**src/snow_cfg.svh**
```systemverilog
`ifndef SNOW_CFG_SVH
`define SNOW_CFG_SVH

// level layout in pixels, seven floor blocks followed by the step block
`define SNOW_BLOCK_NUM      8
`define SNOW_FLOOR_NUM      7
`define SNOW_BLOCK_W        25
`define SNOW_BLOCK_H        25
`define SNOW_FLOOR_Y        400
`define SNOW_STEP_X         175
`define SNOW_STEP_Y         375
`define SNOW_FIELD_W        200

// player sprite box and where it appears after restart
`define SNOW_PLAYER_W       47
`define SNOW_PLAYER_H       41
`define SNOW_SPAWN_X        0
`define SNOW_SPAWN_Y        300

// set 2 make codes of the keys in use
`define SNOW_KEY_JUMP       8'h1D
`define SNOW_KEY_LEFT       8'h1C
`define SNOW_KEY_RIGHT      8'h23
`define SNOW_KEY_RESTART    8'h2D

// clocks per movement tick
`define SNOW_TICK_DIV       4
// ticks between two horizontal pixels, minus one
`define SNOW_STEP_TICKS     75
// vertical periods in ticks per pixel
`define SNOW_RISE_START     25
`define SNOW_RISE_END       50
`define SNOW_FALL_START     50
`define SNOW_FALL_MIN       20
`define SNOW_SPEED_STEP     5
`define SNOW_SPEED_PIXELS   24

`endif

```
**src/snow_pkg.sv**
```systemverilog
`include "snow_cfg.svh"

package snow_pkg;

    typedef logic [9:0] coord_x_t;
    typedef logic [8:0] coord_y_t;
    typedef logic [7:0] scan_code_t;
    typedef logic [`SNOW_BLOCK_NUM-1:0] ice_mask_t;

    // bit 8 marks a release, as the scan-code framer delivers it
    typedef struct packed {
        logic       brk;
        scan_code_t code;
    } key_evt_t;

    typedef struct packed {
        logic jump;
        logic left;
        logic right;
    } keys_t;

    // contact flags as seen from the player box
    typedef struct packed {
        logic below;
        logic above;
        logic right_side;
        logic left_side;
    } sides_t;

    typedef struct packed {
        coord_x_t x;
        coord_y_t y;
    } pos_t;

    typedef enum logic [1:0] {
        GAME_IDLE = 2'b00,
        GAME_PLAY = 2'b01,
        GAME_WIN  = 2'b11
    } game_state_e;

    typedef enum logic [1:0] {
        AIR_GROUND = 2'b00,
        AIR_RISE   = 2'b01,
        AIR_FALL   = 2'b10
    } air_phase_e;

endpackage

```
**src/key_decoder.sv**
```systemverilog
`timescale 1ns/1ps
`include "snow_cfg.svh"

module key_decoder (
    input  logic               clk,
    input  logic               rst_n_i,
    input  snow_pkg::key_evt_t key_evt_i,
    input  logic               key_valid_i,
    output snow_pkg::keys_t    keys_o,
    output logic               restart_o,
    output logic               move_press_o
);

    logic hit_jump;
    logic hit_left;
    logic hit_right;
    logic hit_restart;
    logic is_make;

    assign hit_jump    = key_valid_i && (key_evt_i.code == `SNOW_KEY_JUMP);
    assign hit_left    = key_valid_i && (key_evt_i.code == `SNOW_KEY_LEFT);
    assign hit_right   = key_valid_i && (key_evt_i.code == `SNOW_KEY_RIGHT);
    assign hit_restart = key_valid_i && (key_evt_i.code == `SNOW_KEY_RESTART);
    assign is_make     = !key_evt_i.brk;

    always_ff @(posedge clk) begin
        if (!rst_n_i) begin
            keys_o       <= '0;
            restart_o    <= 1'b0;
            move_press_o <= 1'b0;
        end else begin
            restart_o    <= hit_restart && is_make;
            move_press_o <= (hit_jump || hit_left || hit_right) && is_make;
            // make holds the key, break drops only the key it names
            if (hit_jump) begin
                keys_o.jump <= is_make;
            end
            if (hit_left) begin
                keys_o.left <= is_make;
            end
            if (hit_right) begin
                keys_o.right <= is_make;
            end
        end
    end

endmodule

```
**src/block_probe.sv**
```systemverilog
`timescale 1ns/1ps
`include "snow_cfg.svh"

module block_probe (
    input  logic             clk,
    input  logic             rst_n_i,
    input  snow_pkg::pos_t   pos_i,
    input  snow_pkg::pos_t   block_i,
    input  logic             ice_en_i,
    input  logic             clear_i,
    output snow_pkg::sides_t sides_o,
    output logic             iced_o
);

    // edges carry one extra bit so the far edge never wraps
    logic [10:0] px_lo;
    logic [10:0] px_hi;
    logic [10:0] bx_lo;
    logic [10:0] bx_hi;
    logic [9:0]  py_lo;
    logic [9:0]  py_hi;
    logic [9:0]  by_lo;
    logic [9:0]  by_hi;
    logic        h_overlap;
    logic        v_overlap;

    // hi edges are exclusive, one past the last pixel of the box
    assign px_lo = {1'b0, pos_i.x};
    assign px_hi = px_lo + 11'(`SNOW_PLAYER_W);
    assign bx_lo = {1'b0, block_i.x};
    assign bx_hi = bx_lo + 11'(`SNOW_BLOCK_W);
    assign py_lo = {1'b0, pos_i.y};
    assign py_hi = py_lo + 10'(`SNOW_PLAYER_H);
    assign by_lo = {1'b0, block_i.y};
    assign by_hi = by_lo + 10'(`SNOW_BLOCK_H);

    assign h_overlap = (px_lo < bx_hi) && (px_hi > bx_lo);
    assign v_overlap = (py_lo < by_hi) && (py_hi > by_lo);

    // feet on the block top, head at its bottom, or an edge pressed against a side
    assign sides_o.below      = h_overlap && (py_hi == by_lo);
    assign sides_o.above      = h_overlap && (py_lo == by_hi);
    assign sides_o.right_side = v_overlap && (px_hi == bx_lo);
    assign sides_o.left_side  = v_overlap && (px_lo == bx_hi);

    always_ff @(posedge clk) begin
        if (!rst_n_i || clear_i) begin
            iced_o <= 1'b0;
        end else if (ice_en_i && sides_o.below) begin
            iced_o <= 1'b1;
        end
    end

endmodule

```
**src/block_field.sv**
```systemverilog
`timescale 1ns/1ps
`include "snow_cfg.svh"

module block_field (
    input  logic                  clk,
    input  logic                  rst_n_i,
    input  snow_pkg::pos_t        pos_i,
    input  snow_pkg::game_state_e state_i,
    input  logic                  restart_i,
    output snow_pkg::sides_t      sides_o,
    output snow_pkg::ice_mask_t   ice_o
);

    snow_pkg::pos_t   blk_pos   [`SNOW_BLOCK_NUM];
    snow_pkg::sides_t blk_sides [`SNOW_BLOCK_NUM];
    snow_pkg::sides_t sides_any;
    logic             ice_en;

    // blocks only turn to ice while a game is running
    assign ice_en = (state_i == snow_pkg::GAME_PLAY);

    for (genvar i = 0; i < `SNOW_BLOCK_NUM; i++) begin : g_block
        if (i < `SNOW_FLOOR_NUM) begin : g_floor
            assign blk_pos[i].x = snow_pkg::coord_x_t'(i * `SNOW_BLOCK_W);
            assign blk_pos[i].y = snow_pkg::coord_y_t'(`SNOW_FLOOR_Y);
        end else begin : g_step
            assign blk_pos[i].x = snow_pkg::coord_x_t'(`SNOW_STEP_X);
            assign blk_pos[i].y = snow_pkg::coord_y_t'(`SNOW_STEP_Y);
        end

        block_probe u_probe (
            .clk      (clk),
            .rst_n_i  (rst_n_i),
            .pos_i    (pos_i),
            .block_i  (blk_pos[i]),
            .ice_en_i (ice_en),
            .clear_i  (restart_i),
            .sides_o  (blk_sides[i]),
            .iced_o   (ice_o[i])
        );
    end

    always_comb begin
        sides_any = '0;
        for (int i = 0; i < `SNOW_BLOCK_NUM; i++) begin
            sides_any = sides_any | blk_sides[i];
        end
    end

    always_ff @(posedge clk) begin
        if (!rst_n_i) begin
            sides_o <= '0;
        end else begin
            sides_o <= sides_any;
        end
    end

endmodule

```
**src/player_motion.sv**
```systemverilog
`timescale 1ns/1ps
`include "snow_cfg.svh"

module player_motion (
    input  logic             clk,
    input  logic             rst_n_i,
    input  snow_pkg::keys_t  keys_i,
    input  snow_pkg::sides_t sides_i,
    input  logic             restart_i,
    output snow_pkg::pos_t   pos_o
);

    logic [3:0]             tick_cnt;
    logic                   tick;
    logic [6:0]             step_cnt;
    logic [5:0]             rise_cnt;
    logic [5:0]             rise_per;
    logic [4:0]             rise_pix;
    logic [5:0]             fall_cnt;
    logic [5:0]             fall_per;
    logic [4:0]             fall_pix;
    snow_pkg::air_phase_e   phase;
    snow_pkg::coord_x_t     x_q;
    snow_pkg::coord_y_t     y_q;
    logic                   go_left;
    logic                   go_right;
    logic                   rise_done;

    assign pos_o.x = x_q;
    assign pos_o.y = y_q;

    assign tick = (tick_cnt == 4'(`SNOW_TICK_DIV - 1));

    // left has priority when both keys are held
    assign go_left  = keys_i.left && !sides_i.left_side && (x_q != '0);
    assign go_right = keys_i.right && !keys_i.left && !sides_i.right_side
                   && (x_q < snow_pkg::coord_x_t'(`SNOW_FIELD_W - `SNOW_PLAYER_W));

    // head bump or rise slowed down to its end period
    assign rise_done = sides_i.above || (rise_per >= 6'(`SNOW_RISE_END));

    always_ff @(posedge clk) begin
        if (!rst_n_i || tick) begin
            tick_cnt <= '0;
        end else begin
            tick_cnt <= tick_cnt + 4'd1;
        end
    end

    // horizontal stepping, counter restarts whenever the move is blocked
    always_ff @(posedge clk) begin
        if (!rst_n_i || restart_i) begin
            x_q      <= snow_pkg::coord_x_t'(`SNOW_SPAWN_X);
            step_cnt <= '0;
        end else if (tick) begin
            if (go_left || go_right) begin
                if (step_cnt < 7'(`SNOW_STEP_TICKS)) begin
                    step_cnt <= step_cnt + 7'd1;
                end else begin
                    step_cnt <= '0;
                    x_q      <= go_left ? x_q - 10'd1 : x_q + 10'd1;
                end
            end else begin
                step_cnt <= '0;
            end
        end
    end

    // vertical phases, each pixel waits for its period counter
    always_ff @(posedge clk) begin
        if (!rst_n_i || restart_i) begin
            y_q      <= snow_pkg::coord_y_t'(`SNOW_SPAWN_Y);
            phase    <= snow_pkg::AIR_GROUND;
            rise_cnt <= '0;
            rise_per <= 6'(`SNOW_RISE_START);
            rise_pix <= '0;
            fall_cnt <= '0;
            fall_per <= 6'(`SNOW_FALL_START);
            fall_pix <= '0;
        end else if (tick) begin
            case (phase)
                snow_pkg::AIR_GROUND: begin
                    if (sides_i.below && keys_i.jump) begin
                        phase <= snow_pkg::AIR_RISE;
                    end else if (!sides_i.below) begin
                        phase <= snow_pkg::AIR_FALL;
                    end
                end
                snow_pkg::AIR_RISE: begin
                    if (rise_done) begin
                        phase    <= snow_pkg::AIR_FALL;
                        rise_cnt <= '0;
                        rise_per <= 6'(`SNOW_RISE_START);
                        rise_pix <= '0;
                    end else if (rise_cnt < rise_per) begin
                        rise_cnt <= rise_cnt + 6'd1;
                    end else begin
                        rise_cnt <= '0;
                        y_q      <= y_q - 9'd1;
                        // rising gets slower every few pixels
                        if (rise_pix == 5'(`SNOW_SPEED_PIXELS - 1)) begin
                            rise_pix <= '0;
                            rise_per <= rise_per + 6'(`SNOW_SPEED_STEP);
                        end else begin
                            rise_pix <= rise_pix + 5'd1;
                        end
                    end
                end
                snow_pkg::AIR_FALL: begin
                    if (sides_i.below) begin
                        phase    <= snow_pkg::AIR_GROUND;
                        fall_cnt <= '0;
                        fall_per <= 6'(`SNOW_FALL_START);
                        fall_pix <= '0;
                    end else if (fall_cnt < fall_per) begin
                        fall_cnt <= fall_cnt + 6'd1;
                    end else begin
                        fall_cnt <= '0;
                        y_q      <= y_q + 9'd1;
                        // falling speeds up until the minimum period
                        if (fall_pix == 5'(`SNOW_SPEED_PIXELS - 1)) begin
                            fall_pix <= '0;
                            if (fall_per >= 6'(`SNOW_FALL_MIN + `SNOW_SPEED_STEP)) begin
                                fall_per <= fall_per - 6'(`SNOW_SPEED_STEP);
                            end else begin
                                fall_per <= 6'(`SNOW_FALL_MIN);
                            end
                        end else begin
                            fall_pix <= fall_pix + 5'd1;
                        end
                    end
                end
                default: begin
                    phase <= snow_pkg::AIR_GROUND;
                end
            endcase
        end
    end

endmodule

```
**src/game_fsm.sv**
```systemverilog
`timescale 1ns/1ps

module game_fsm (
    input  logic                  clk,
    input  logic                  rst_n_i,
    input  logic                  move_press_i,
    input  snow_pkg::ice_mask_t   ice_i,
    input  logic                  restart_i,
    output snow_pkg::game_state_e state_o
);

    snow_pkg::game_state_e state_d;

    always_comb begin
        state_d = state_o;
        case (state_o)
            snow_pkg::GAME_IDLE: begin
                if (move_press_i) begin
                    state_d = snow_pkg::GAME_PLAY;
                end
            end
            snow_pkg::GAME_PLAY: begin
                // every block iced ends the level
                if (ice_i == '1) begin
                    state_d = snow_pkg::GAME_WIN;
                end
            end
            default: begin
                state_d = state_o;
            end
        endcase
    end

    always_ff @(posedge clk) begin
        if (!rst_n_i || restart_i) begin
            state_o <= snow_pkg::GAME_IDLE;
        end else begin
            state_o <= state_d;
        end
    end

endmodule

```
**src/snow_top.sv**
```systemverilog
`timescale 1ns/1ps

module snow_top (
    input  logic                  clk,
    input  logic                  rst_n_i,
    input  snow_pkg::key_evt_t    key_evt_i,
    input  logic                  key_valid_i,
    output snow_pkg::pos_t        pos_o,
    output snow_pkg::ice_mask_t   ice_o,
    output snow_pkg::game_state_e state_o
);

    snow_pkg::keys_t  keys;
    snow_pkg::sides_t sides;
    logic             restart;
    logic             move_press;

    key_decoder u_keys (
        .clk          (clk),
        .rst_n_i      (rst_n_i),
        .key_evt_i    (key_evt_i),
        .key_valid_i  (key_valid_i),
        .keys_o       (keys),
        .restart_o    (restart),
        .move_press_o (move_press)
    );

    // position feeds the block field, contacts come back one cycle later
    player_motion u_motion (
        .clk       (clk),
        .rst_n_i   (rst_n_i),
        .keys_i    (keys),
        .sides_i   (sides),
        .restart_i (restart),
        .pos_o     (pos_o)
    );

    block_field u_field (
        .clk       (clk),
        .rst_n_i   (rst_n_i),
        .pos_i     (pos_o),
        .state_i   (state_o),
        .restart_i (restart),
        .sides_o   (sides),
        .ice_o     (ice_o)
    );

    game_fsm u_game (
        .clk          (clk),
        .rst_n_i      (rst_n_i),
        .move_press_i (move_press),
        .ice_i        (ice_o),
        .restart_i    (restart),
        .state_o      (state_o)
    );

endmodule

```
**config.mk**
```make
export PLATFORM = sky130hd
export DESIGN_NAME = snow_top
export DESIGN_NICKNAME = d
export VERILOG_FILES = /design/src/snow_pkg.sv /design/src/key_decoder.sv /design/src/block_probe.sv /design/src/block_field.sv /design/src/player_motion.sv /design/src/game_fsm.sv /design/src/snow_top.sv
export VERILOG_INCLUDE_DIRS = /design/src
export SDC_FILE = /design/constraint.sdc
export NUM_CORES = 1
export LEC_CHECK = 0
export BUFFER_PORTS_ARGS = -buffer_cell sky130_fd_sc_hd__buf_2
export CORE_MARGIN = 8
export CORE_UTILIZATION = 49
export CTS_CLUSTER_DIAMETER = 200
export DETAILED_ROUTE_END_ITERATION = 16
export PLACE_DENSITY = 0.72
export SLEW_MARGIN = 5
export SYNTH_ARGS = -nofsm -noshare
export SYNTH_HDL_FRONTEND = slang
export SYNTH_SLANG_ARGS = --single-unit
export TNS_END_PERCENT = 50
```
**constraint.sdc**
```tcl
create_clock -name clk -period 6.8 [get_ports clk]
set_input_delay 0 -clock clk [delete_from_list [all_inputs] [get_ports clk]]
set_output_delay 0 -clock clk [all_outputs]
set_load 0.02 [all_outputs]
```
# Word level (Yosys, flattened, before mapping)
# Cells that the tools add are included.
[totals]
in_bits = 12
register_bits = 85
elab_cells = 242
out_inout_bits = 29
[classes]
bitwise_logic = 8
n_eq_ne = 41
n_lt_le_gt_ge = 26
n_reduce_logical = 91
n_mux = 33
addsub = 14
[op_table]
columns = ["cell", "n"]
rows = [
  ["2-to-1 mux 6 bit", 11],
  ["logical AND 1 bit", 62],
  ["less-than comparator 10 x 8 -> 1 bit, second input constant", 4],
  ["2-to-1 mux 9 bit", 4],
  ["equality test 11 x 7 -> 1 bit, second input constant", 3],
  ["greater-than comparator 11 x 7 -> 1 bit, second input constant", 3],
  ["equality test 10 x 7 -> 1 bit, second input constant", 3],
  ["equality test 10 x 8 -> 1 bit, second input constant", 3],
  ["less-than comparator 10 x 7 -> 1 bit, second input constant", 3],
  ["2-to-1 mux 5 bit", 6],
  ["bitwise OR 4 bit", 7],
  ["equality test 11 x 8 -> 1 bit, second input constant", 2],
  ["greater-than comparator 11 x 8 -> 1 bit, second input constant", 2],
  ["equality test 10 x 9 -> 1 bit, second input constant", 2],
  ["greater-than comparator 10 x 9 -> 1 bit, second input constant", 2],
  ["equality test 9 bit, second input constant", 2],
  ["less-than comparator 9 bit, second input constant", 2],
  ["case mux 9 bit (2 select lines)", 1],
  ["equality test 8 x 5 -> 1 bit, second input constant", 2],
  ["equality test 8 x 6 -> 1 bit, second input constant", 2],
  ["2-to-1 mux 7 bit", 2],
  ["adder 6 x 1 -> 6 bit, second input constant", 2],
  ["less-than comparator 6 bit", 2],
  ["2-to-1 mux 2 bit", 6],
  ["45 further kinds", 75],
]

# Longest topological paths before layout
# Gate-level depths: netlist (run 1).
[depth]
ltp_word = 11
depth_mapped = 14
mapped_depth_nobuf = 13

# Hierarchy
# Synthesis (run 1) repeated with hierarchy kept, for this count alone.
[hier_totals]
cells_unflattened = 2199
hier_area_um2 = 17022.6
[by_module_without_submodules]
columns = ["module", "area_each_um2", "instances", "cells_per_inst", "seq_area_each_um2"]
rows = [
  ["block_probe (u_field.g_block[2].u_probe ...)", 1542.7, 5, 211, 20.0],
  ["block_probe (u_field.g_block[0].u_probe ...)", 1565.3, 3, 206, 20.0],
  ["player_motion", 4063.9, 1, 472, 1321.3],
  ["key_decoder", 232.7, 1, 25, 100.1],
  ["block_field", 224.0, 1, 19, 80.1],
  ["game_fsm", 92.6, 1, 10, 40.0],
]

# Worst setup path before layout (run 1)
# OpenSTA, ideal clock, no wires.
[synth_timing]
path_kind = "reg-to-reg"
from = "register u_motion.x_q[0]"
to = "register u_motion.x_q[6]"
t_arrival_ns = 3.293
n_path_buf = 1
slack_ns = 3.379
period_less_slack_ns = 3.421
required_ns = 6.672
stages_incl_launch_ff = 15
path_cell_list = "dfxtp_1 -> buf_1 -> inv_1 -> ha_1 -> a41oi_1 -> inv_1 -> fa_1 -> nor2b_1 -> o21ai_0 -> a21boi_0 -> o21ai_0 -> nor2b_1 -> xnor2_1 -> mux2i_1 -> nor2_1"
[synth_between]
elab_chain_cells = 4
elab_cells_between_ends = 9
classes_between = "2 x add/sub; 1 x order compare; 1 x mux; 5 x reduce/logical"
[synth_rtl]
columns = ["item", "line_no", "source"]
rows = [
  ["start: declaration", "player_motion.sv:23", "snow_pkg::coord_x_t x_q;"],
  ["start signal: assignment", "player_motion.sv:53", "x_q <= snow_pkg::coord_x_t'(`SNOW_SPAWN_X);"],
  ["start signal: assignment", "player_motion.sv:61", "x_q <= go_left ? x_q - 10'd1 : x_q + 10'd1;"],
  ["less-than comparator 10 x 8 -> 1 bit or nonzero test 10 bit (tied branches)", "player_motion.sv:37, player_motion.sv:35", ""],
  ["logical AND 1 bit, on equally long branches", "player_motion.sv:36, player_motion.sv:35", ""],
  ["logical OR 1 bit", "player_motion.sv:56", "if (go_left || go_right) begin"],
  ["AND reduction 3 bit (no source line)", "n/a", ""],
]
# Parallel ways exist; a longest one is shown, timed or not.
# A chain may end at the register's enable or synchronous reset.

# Worst setup path in the final report (run 1)
[layout_timing]
from = "register u_motion.x_q[2]"
to = "register u_motion.x_q[6]"
# The elaborated chain is that of the path after synthesis.

==> run_results.csv, run 1 <==
group,metric,value,unit
route,vias_per_cell,6.01,
synthesis,synth_top_area_frac,0.284,
clocking,cts_buffers,9,
power,comb_power_share,0.048,
power,cellPowerDensity,160,mW/mm2
sta,hold_viol,0,
global_route,grt_pass1_vias,5458,
synthesis,async_flop_share,0,
clocking,clock_tree.buffer_depth,2,
synthesis,synth_edf_count,0,
floorplanning,ioPinCount,41,
sta,slew_headroom,0.235,
final_layout,diodes,0,
power,p_int,0.806,mW
setup_path,critical_path.startpoint,"u_motion.x_q[2]",
setup_path,max_stage_delay,0.97,ns
floorplanning,core,0.0120,mm2
floorplanning,die_width,127,um
setup_path,critPathLaunchType,"flip-flop",
sta,clock_skew,0.00819,ns
synthesis,synthCells,787,
synthesis,synth_fp_nets,845,
route,drt_iter0_markers,402,
placed_design,io_buffers,40,
setup_path,cp_slowest_cell,"dfxtp_1",
final_layout,nets,857,
floorplanning,die_y,127,um
final_layout,multiInputGateArea,0.00397,mm2
clocking,clock_latency,0.34,ns
synthesis,synth.area.top_cells,"dfxtp_1 28%, ha_1 9.2%, nor2_1 5.8%",
placed_design,placement.cell_area,0.00621,mm2
power,finalPower,1.05,mW
synthesis,synth_cell_types,68,
final_layout,fin_util,0.547,
setup_path,reg2reg_from,"u_motion.x_q[2]",
synthesis,syn_avg_cell_area,7.62,um2
floorplanning,rows,40,
sta,tns,0,ns
floorplanning,die_area,0.0160,mm2
global_route,antenna_found_initial,0,
power,p_sw,0.241,mW
final_layout,areaGrowthSynthToFinish,9.10,%
synthesis,ys_ff_latch,85,
power,switching_share,0.230,
setup_path,crit_arrival,4.36,ns
final_layout,fin_area,0.00654,mm2
setup_path,crit_fanout,32,
sta,fin_crit_sh,0.612,
power,pwr-share-seq,0.480,
route,wl_per_cell,16.7,um
final_layout,final_cell_mix,"92 x nor2_1, 85 x dfxtp_1, 77 x nand2_1",
power,clkPwrFrac,0.472,
setup_path,critPathRequiredTime,7.00,ns
route,vias,5714,
min_path,hold_path_class,"input pin to flip-flop",
clocking,cts_sinks,85,
placed_design,gp_congestion,0.916,
final_layout,drive_gt1_frac,0.0970,
synthesis,netlist_area,0.00599,mm2
clocking,cts-resized-gates,0,
synthesis,yosys_warnings,0,
sta,finalMaxSlewViolations,0,
sta,rsz0062_at_grt,"false",
route,drt_first_pass_iters,5,
power,ir_drop,0.0916,mV
global_route,grt_max_degree,37,
final_layout,nFillCells,1136,
route,drc,0,
setup_path,path_cells,"nor2_1, a41oi_1, inv_1, fa_1, nor2b_1, o21ai_0, a21boi_0, o21ai_0, nor2b_1, xnor2_1, mux2i_1, nor2_1",
final_layout,layout_commonest_cell,"nor2_1",
placed_design,pre_cts_ws,2.71,ns
final_layout,regArea,0.00170,mm2
route,antenna_left,0,
global_route,grt_pass1_wl,26200,um
clocking,clk_pin_slew_worst_paths,0.07,ns
route,routed_wl,15800,um
synthesis,ys_seq_area_frac,0.284,
min_path,holdCritStartpoint,"key_evt_i[1]",
floorplanning,start_util,0.501,
sta,max_freq,240,MHz
sta,fin_crit,4.16,ns
synthesis,synth_area_leader_cell,"dfxtp_1",
sta,finalSetupViolCount,0,
sta,layout_setup_ws,2.64,ns
power,p_leak,2.63,nW
sta,worstMarginPinSlew,1.14,ns
clocking,h-tree-depth,3,
global_route,grt_overflow,0,
global_route,grt_usage,0.197,
synthesis,ys_dominant_reg_cell,"dfxtp_1",
setup_path,cp-end-kind,"flip-flop",
job,maxCapViolCount,0,
clocking,tritoncts,"built",
outcome,run_status,"completed",
placed_design,dp_hpwl,11800,um
clocking,cts-root-buf,"clkbuf_16",
setup_path,critPathKind,"flip-flop to flip-flop",
layer usage:
metal	part of all wire	global-route usage	up-vias
met3	0.059	0.0364	23
met1	0.43	0.238	2662
met4	0.020	0.0962	0
met5	0	0	-
li1	-	-	2843
met2	0.49	0.331	186
kinds of logic after synthesis:
| group | synth area share |
|---|---|
| adder cells (fa/ha/maj) | 0.0985 |
| AO/OA/AOI/OAI | 0.203 |
| buffers and inverters | 0.0545 |
| XOR/XNOR | 0.0570 |
| flip-flops | 0.284 |
| AND/OR/NAND/NOR | 0.273 |
| multiplexers | 0.0301 |
power by group through the flow:
stage | Sequential, mW | Clock (mW) | Combinational, mW
final | 0.502 | 0.495 | 0.0502
after global routing | 0.502 | 0.528 | 0.0563
after floorplan | 0.513 | 0 | 0.0350
after detailed placement | 0.513 | 0 | 0.0483
after global placement | 0.513 | 0 | 0.0461
after CTS | 0.502 | 0.504 | 0.0502
cell type report:
type / instances / area share
inverter: 32 / 0.0184
clock buffer: 9 / 0.0344
multi-input combinational: 624 / 0.608
timing repair buffer: 47 / 0.0398
tap: 147 / 0.0281
sequential: 85 / 0.260
clock inverter: 7 / 0.0113
path summary, 6_finish.rpt:
kind | to | slack [ns] | cells after the start
setup / recovery | u_motion.x_q[6] | 2.64 | 12
hold reg to reg | u_motion.tick_cnt[0] | 0.45 | 1
hold / removal | u_keys.move_press_o | 0.01 | 3
setup reg to reg | u_motion.x_q[6] | 2.64 | 12
flip-flops by register name, indices dropped and copies added, names as in the netlist, 4 cells and up:
name                            cells
u_motion.tick_cnt                   4
u_motion.fall_pix                   5
u_motion.y_q                        9
u_motion.step_cnt                   7
u_motion.fall_per                   6
u_motion.rise_pix                   5
u_motion.fall_cnt                   6
u_motion.rise_cnt                   6
u_motion.rise_per                   6
u_field.sides_o                     4
u_field.g_block.u_probe.iced_o      8
u_motion.x_q                       10
cell usage after synthesis (all sizes together) (9+ instances only):
cell type and number:
a21oi 60, dfxtp 85, nand4 11, ha 44, nor3 23, xnor2 27
nor2b 19, and3 10, clkbuf 32, nand2b 13, buf 14, o21ai 49
inv 32, nand3 27, mux2i 18, nor2 93, xor2 12, and2 9
a31oi 14, nor4 10, nand2 77
worst max-delay path, delay by kind of cell, from the launching register on:
kind	cells	cell delay [ns]
AOI/OAI and AO/OA	4	1.46
DFF	1	0.97
and+or+nand+nor	4	0.65
adders and majority gates	1	0.46
buffers and inverters	1	0.20
muxes	1	0.14
xor gates and xnor gates	1	0.12
stage by stage:
step                hold WS (ns)  std cells
finish                    0.0145        951
global route              0.0329        951
CTS                      0.00367        951
detailed placement         0.338        932
global placement           0.317        932
floorplan                  0.154        787
repair_timing:
| action | 4_1_cts | 5_1_grt |
|---|---|---|
| endpoints found under the hold margin | 4 | 0 |
| setup buffers | 0 | 0 |
| hold buffers | 3 | 0 |
Note: power is estimated with default switching activity, not from simulation.
==> inputs of run 2 (changes only) <==
Settings changed: ABC_AREA set to 1, PLACE_DENSITY 0.72 to 0.74.
Clock period 6.8 ns to 3.6 ns, I/O delays scaled along.
==> run_results.csv, run 2 <==
group,metric,value,unit
setup_path,path_cells,"inv_2, ha_1, nand3_1, o21ai_4, inv_1, ha_1, a21oi_1, o21ai_0, a21o_1, nand2_1, nand2_1, nand2_1, nand2_1, nand2_1, nand2_1, a21oi_1, a21oi_1",
final_layout,top_regs,"u_motion.x_q x10, u_motion.y_q x9, u_field.g_block.u_probe.iced_o x8",
clocking,cts-root-buf,"clkbuf_16",
clocking,cts_hold_buffers,10,
synthesis,synth_fp_nets,928,
synthesis,yosys_warnings,0,
setup_path,crit_fanout,14,
setup_path,r2r_cells,17,
global_route,grt_pass1_wl,24700,um
floorplanning,die_y,127,um
sta,finalMaxSlewViolations,0,
floorplanning,die_area,0.0161,mm2
synthesis,ys_seq_area_frac,0.283,
synthesis,yosysMostFrequentCell,"nand2_1",
synthesis,ys_ff_latch,85,
power,p_leak,3.07,nW
route,antenna_left,0,
route,drt_first_pass_iters,5,
setup_path,cpMostUsedCell,"nand2_1",
synthesis,synthCells,870,
route,drt_iter0_markers,556,
global_route,grt_pass1_vias,5269,
sta,tns,0,ns
final_layout,largest_reg_flops,10,
clocking,clock_latency,0.35,ns
min_path,hold_path_class,"input pin to flip-flop",
sta,worstMarginPinSlew,0.476,ns
placed_design,gp_congestion,0.946,
power,p_sw,0.476,mW
setup_path,path_delay_family,"compound AO/OA/AOI/OAI gates",
outcome,run_status,"completed",
setup_path,crit_buf_inv,2,
setup_path,critPathLaunchType,"flip-flop",
route,wl_per_cell,13.9,um
sta,fin_crit_sh,0.850,
sta,clock_skew,0.00631,ns
synthesis,synth_top_area_frac,0.283,
global_route,grt_max_degree,32,
synthesis,ys_dominant_reg_cell,"dfxtp_1",
job,maxCapViolCount,0,
synthesis,netlist_area,0.00602,mm2
power,comb_power_share,0.062,
synthesis,synthTopCellsByCount,"144 x nand2_1, 99 x inv_1, 97 x nor2_1",
setup_path,cp_slowest_cell,"dfxtp_1",
floorplanning,ioPinCount,41,
global_route,antenna_found_initial,0,
floorplanning,rows,40,
setup_path,timing.rr.end,"u_motion.x_q[8]",
route,vias_per_cell,5.53,
setup_path,crit_end,"u_motion.x_q[8]",
sta,fin_crit,3.06,ns
sta,whs,0.0584,ns
setup_path,reg2reg_from,"u_motion.x_q[0]",
power,ir_drop,0.264,mV
synthesis,syn_avg_cell_area,6.92,um2
final_layout,final_cell_mix,"144 x nand2_1, 99 x inv_1, 96 x nor2_1",
clocking,clock_tree.buffer_depth,2,
clocking,clk_pin_slew_worst_paths,0.06,ns
route,drc,0,
synthesis,synth.area.top_cells,"dfxtp_1 28%, ha_1 9.1%, nand2_1 9.0%",
setup_path,critPathRequiredTime,3.83,ns
setup_path,critPathKind,"flip-flop to flip-flop",
sta,rsz0062_at_grt,"false",
setup_path,crit_cells,17,
final_layout,areaGrowthSynthToFinish,11.2,%
synthesis,synth_cell_types,51,
floorplanning,die_width,127,um
synthesis,synth_area_leader_cell,"dfxtp_1",
clocking,tritoncts,"built",
placed_design,dp.cells,1040,
setup_path,critical_path.startpoint,"u_motion.x_q[0]",
route,vias,5900,
clocking,cts_buffers,9,
clocking,cts_sinks,85,
floorplanning,core,0.0120,mm2
clocking,cts_setup_buffers,0,
placed_design,io_buffers,40,
setup_path,crit_arrival,3.29,ns
global_route,grt_overflow,0,
setup_path,max_stage_delay,0.45,ns
power,pwr-share-seq,0.466,
placed_design,dp_hpwl,10800,um
route,routed_wl,14900,um
final_layout,regMostFlops,"u_motion.x_q",
final_layout,diodes,0,
sta,max_freq,327,MHz
clocking,cts-resized-gates,0,
synthesis,synth_edf_count,0,
final_layout,layout_commonest_cell,"nand2_1",
sta,hold_viol,0,
floorplanning,start_util,0.501,
sta,finalSetupViolCount,0,
sta,slew_headroom,0.682,
setup_path,r2r_slack,0.54,ns
clocking,h-tree-depth,3,
final_layout,nets,972,
power,finalPower,2.05,mW
power,clkPwrFrac,0.472,
final_layout,drive_gt1_frac,0.138,
setup_path,cp-end-kind,"flip-flop",
power,p_int,1.57,mW
final_layout,finalNonFillerCells,1066,
synthesis,async_flop_share,0,
power,switching_share,0.233,
global_route,grt_usage,0.184,
power,cellPowerDensity,306,mW/mm2
## run 2: power by group through the flow
| stage | logic [mW] | registers, mW | clock network [mW] |
|---|---|---|---|
| detailed placement | 0.121 | 0.975 | 0 |
| floorplan | 0.0879 | 0.975 | 0 |
| finish | 0.128 | 0.954 | 0.966 |
| CTS | 0.126 | 0.954 | 0.983 |
| global placement | 0.120 | 0.975 | 0 |
| global route | 0.143 | 0.955 | 1.02 |
## run 2: worst min-delay path by stage
stage                       from                to  slack [ns]  cells after the start
global route         key_valid_i  u_keys.keys_o[0]        0.09                      5
finish              key_evt_i[6]  u_keys.keys_o[0]        0.06                      6
detailed placement  key_evt_i[8]  u_keys.keys_o[2]        0.22                      2
CTS                  key_valid_i  u_keys.keys_o[0]        0.03                      5
floorplan           key_evt_i[8]  u_keys.keys_o[1]        0.09                      1
global placement    key_evt_i[8]  u_keys.keys_o[2]        0.22                      2
## run 2: through the flow
stage               setup slack [ns]  instance area, um2  utilization
floorplan                      0.786                6020            -
global placement               0.611                6290        0.524
detailed placement             0.561                6290        0.524
CTS                            0.552                6690        0.557
global route                   0.257                6690        0.557
finish                         0.540                6690        0.557
## run 2: cells by family after synthesis
logic type	synth area share
AND/OR/NAND/NOR	0.325
AO/OA/AOI/OAI	0.160
buffers and inverters	0.0993
flip-flops	0.283
adder cells (fa/ha/maj)	0.0981
XOR/XNOR	0.0349
## run 2: routing by layer
layer  global-route usage  wire length (um)  part of all wire  up-vias
met5                    0                 0                 0        -
met4               0.0623               289             0.019        0
met3               0.0427               654             0.044       29
met2                0.303              7010              0.47      162
met1                0.232              6910              0.46     2719
li1                     -                 -                 -     2990
## run 2: area by class of cell
class	instances	area, um2
Inverter	112	420
Fill cell	1159	5320
Multi-Input combinational cell	648	3720
Sequential cell	85	1700
Clock inverter	3	43.8
Timing Repair Buffer	58	360
Clock buffer	13	260
Tap cell	147	184
## run 2: worst reg2reg max path: cells and delay by family, from the launching register on
family	cells	cell delay (ns)
AOI/OAI and AO/OA	6	0.95
DFF	1	0.45
and+or+nand+nor	7	0.51
buffers and inverters	2	0.44
adders and majority gates	2	0.62
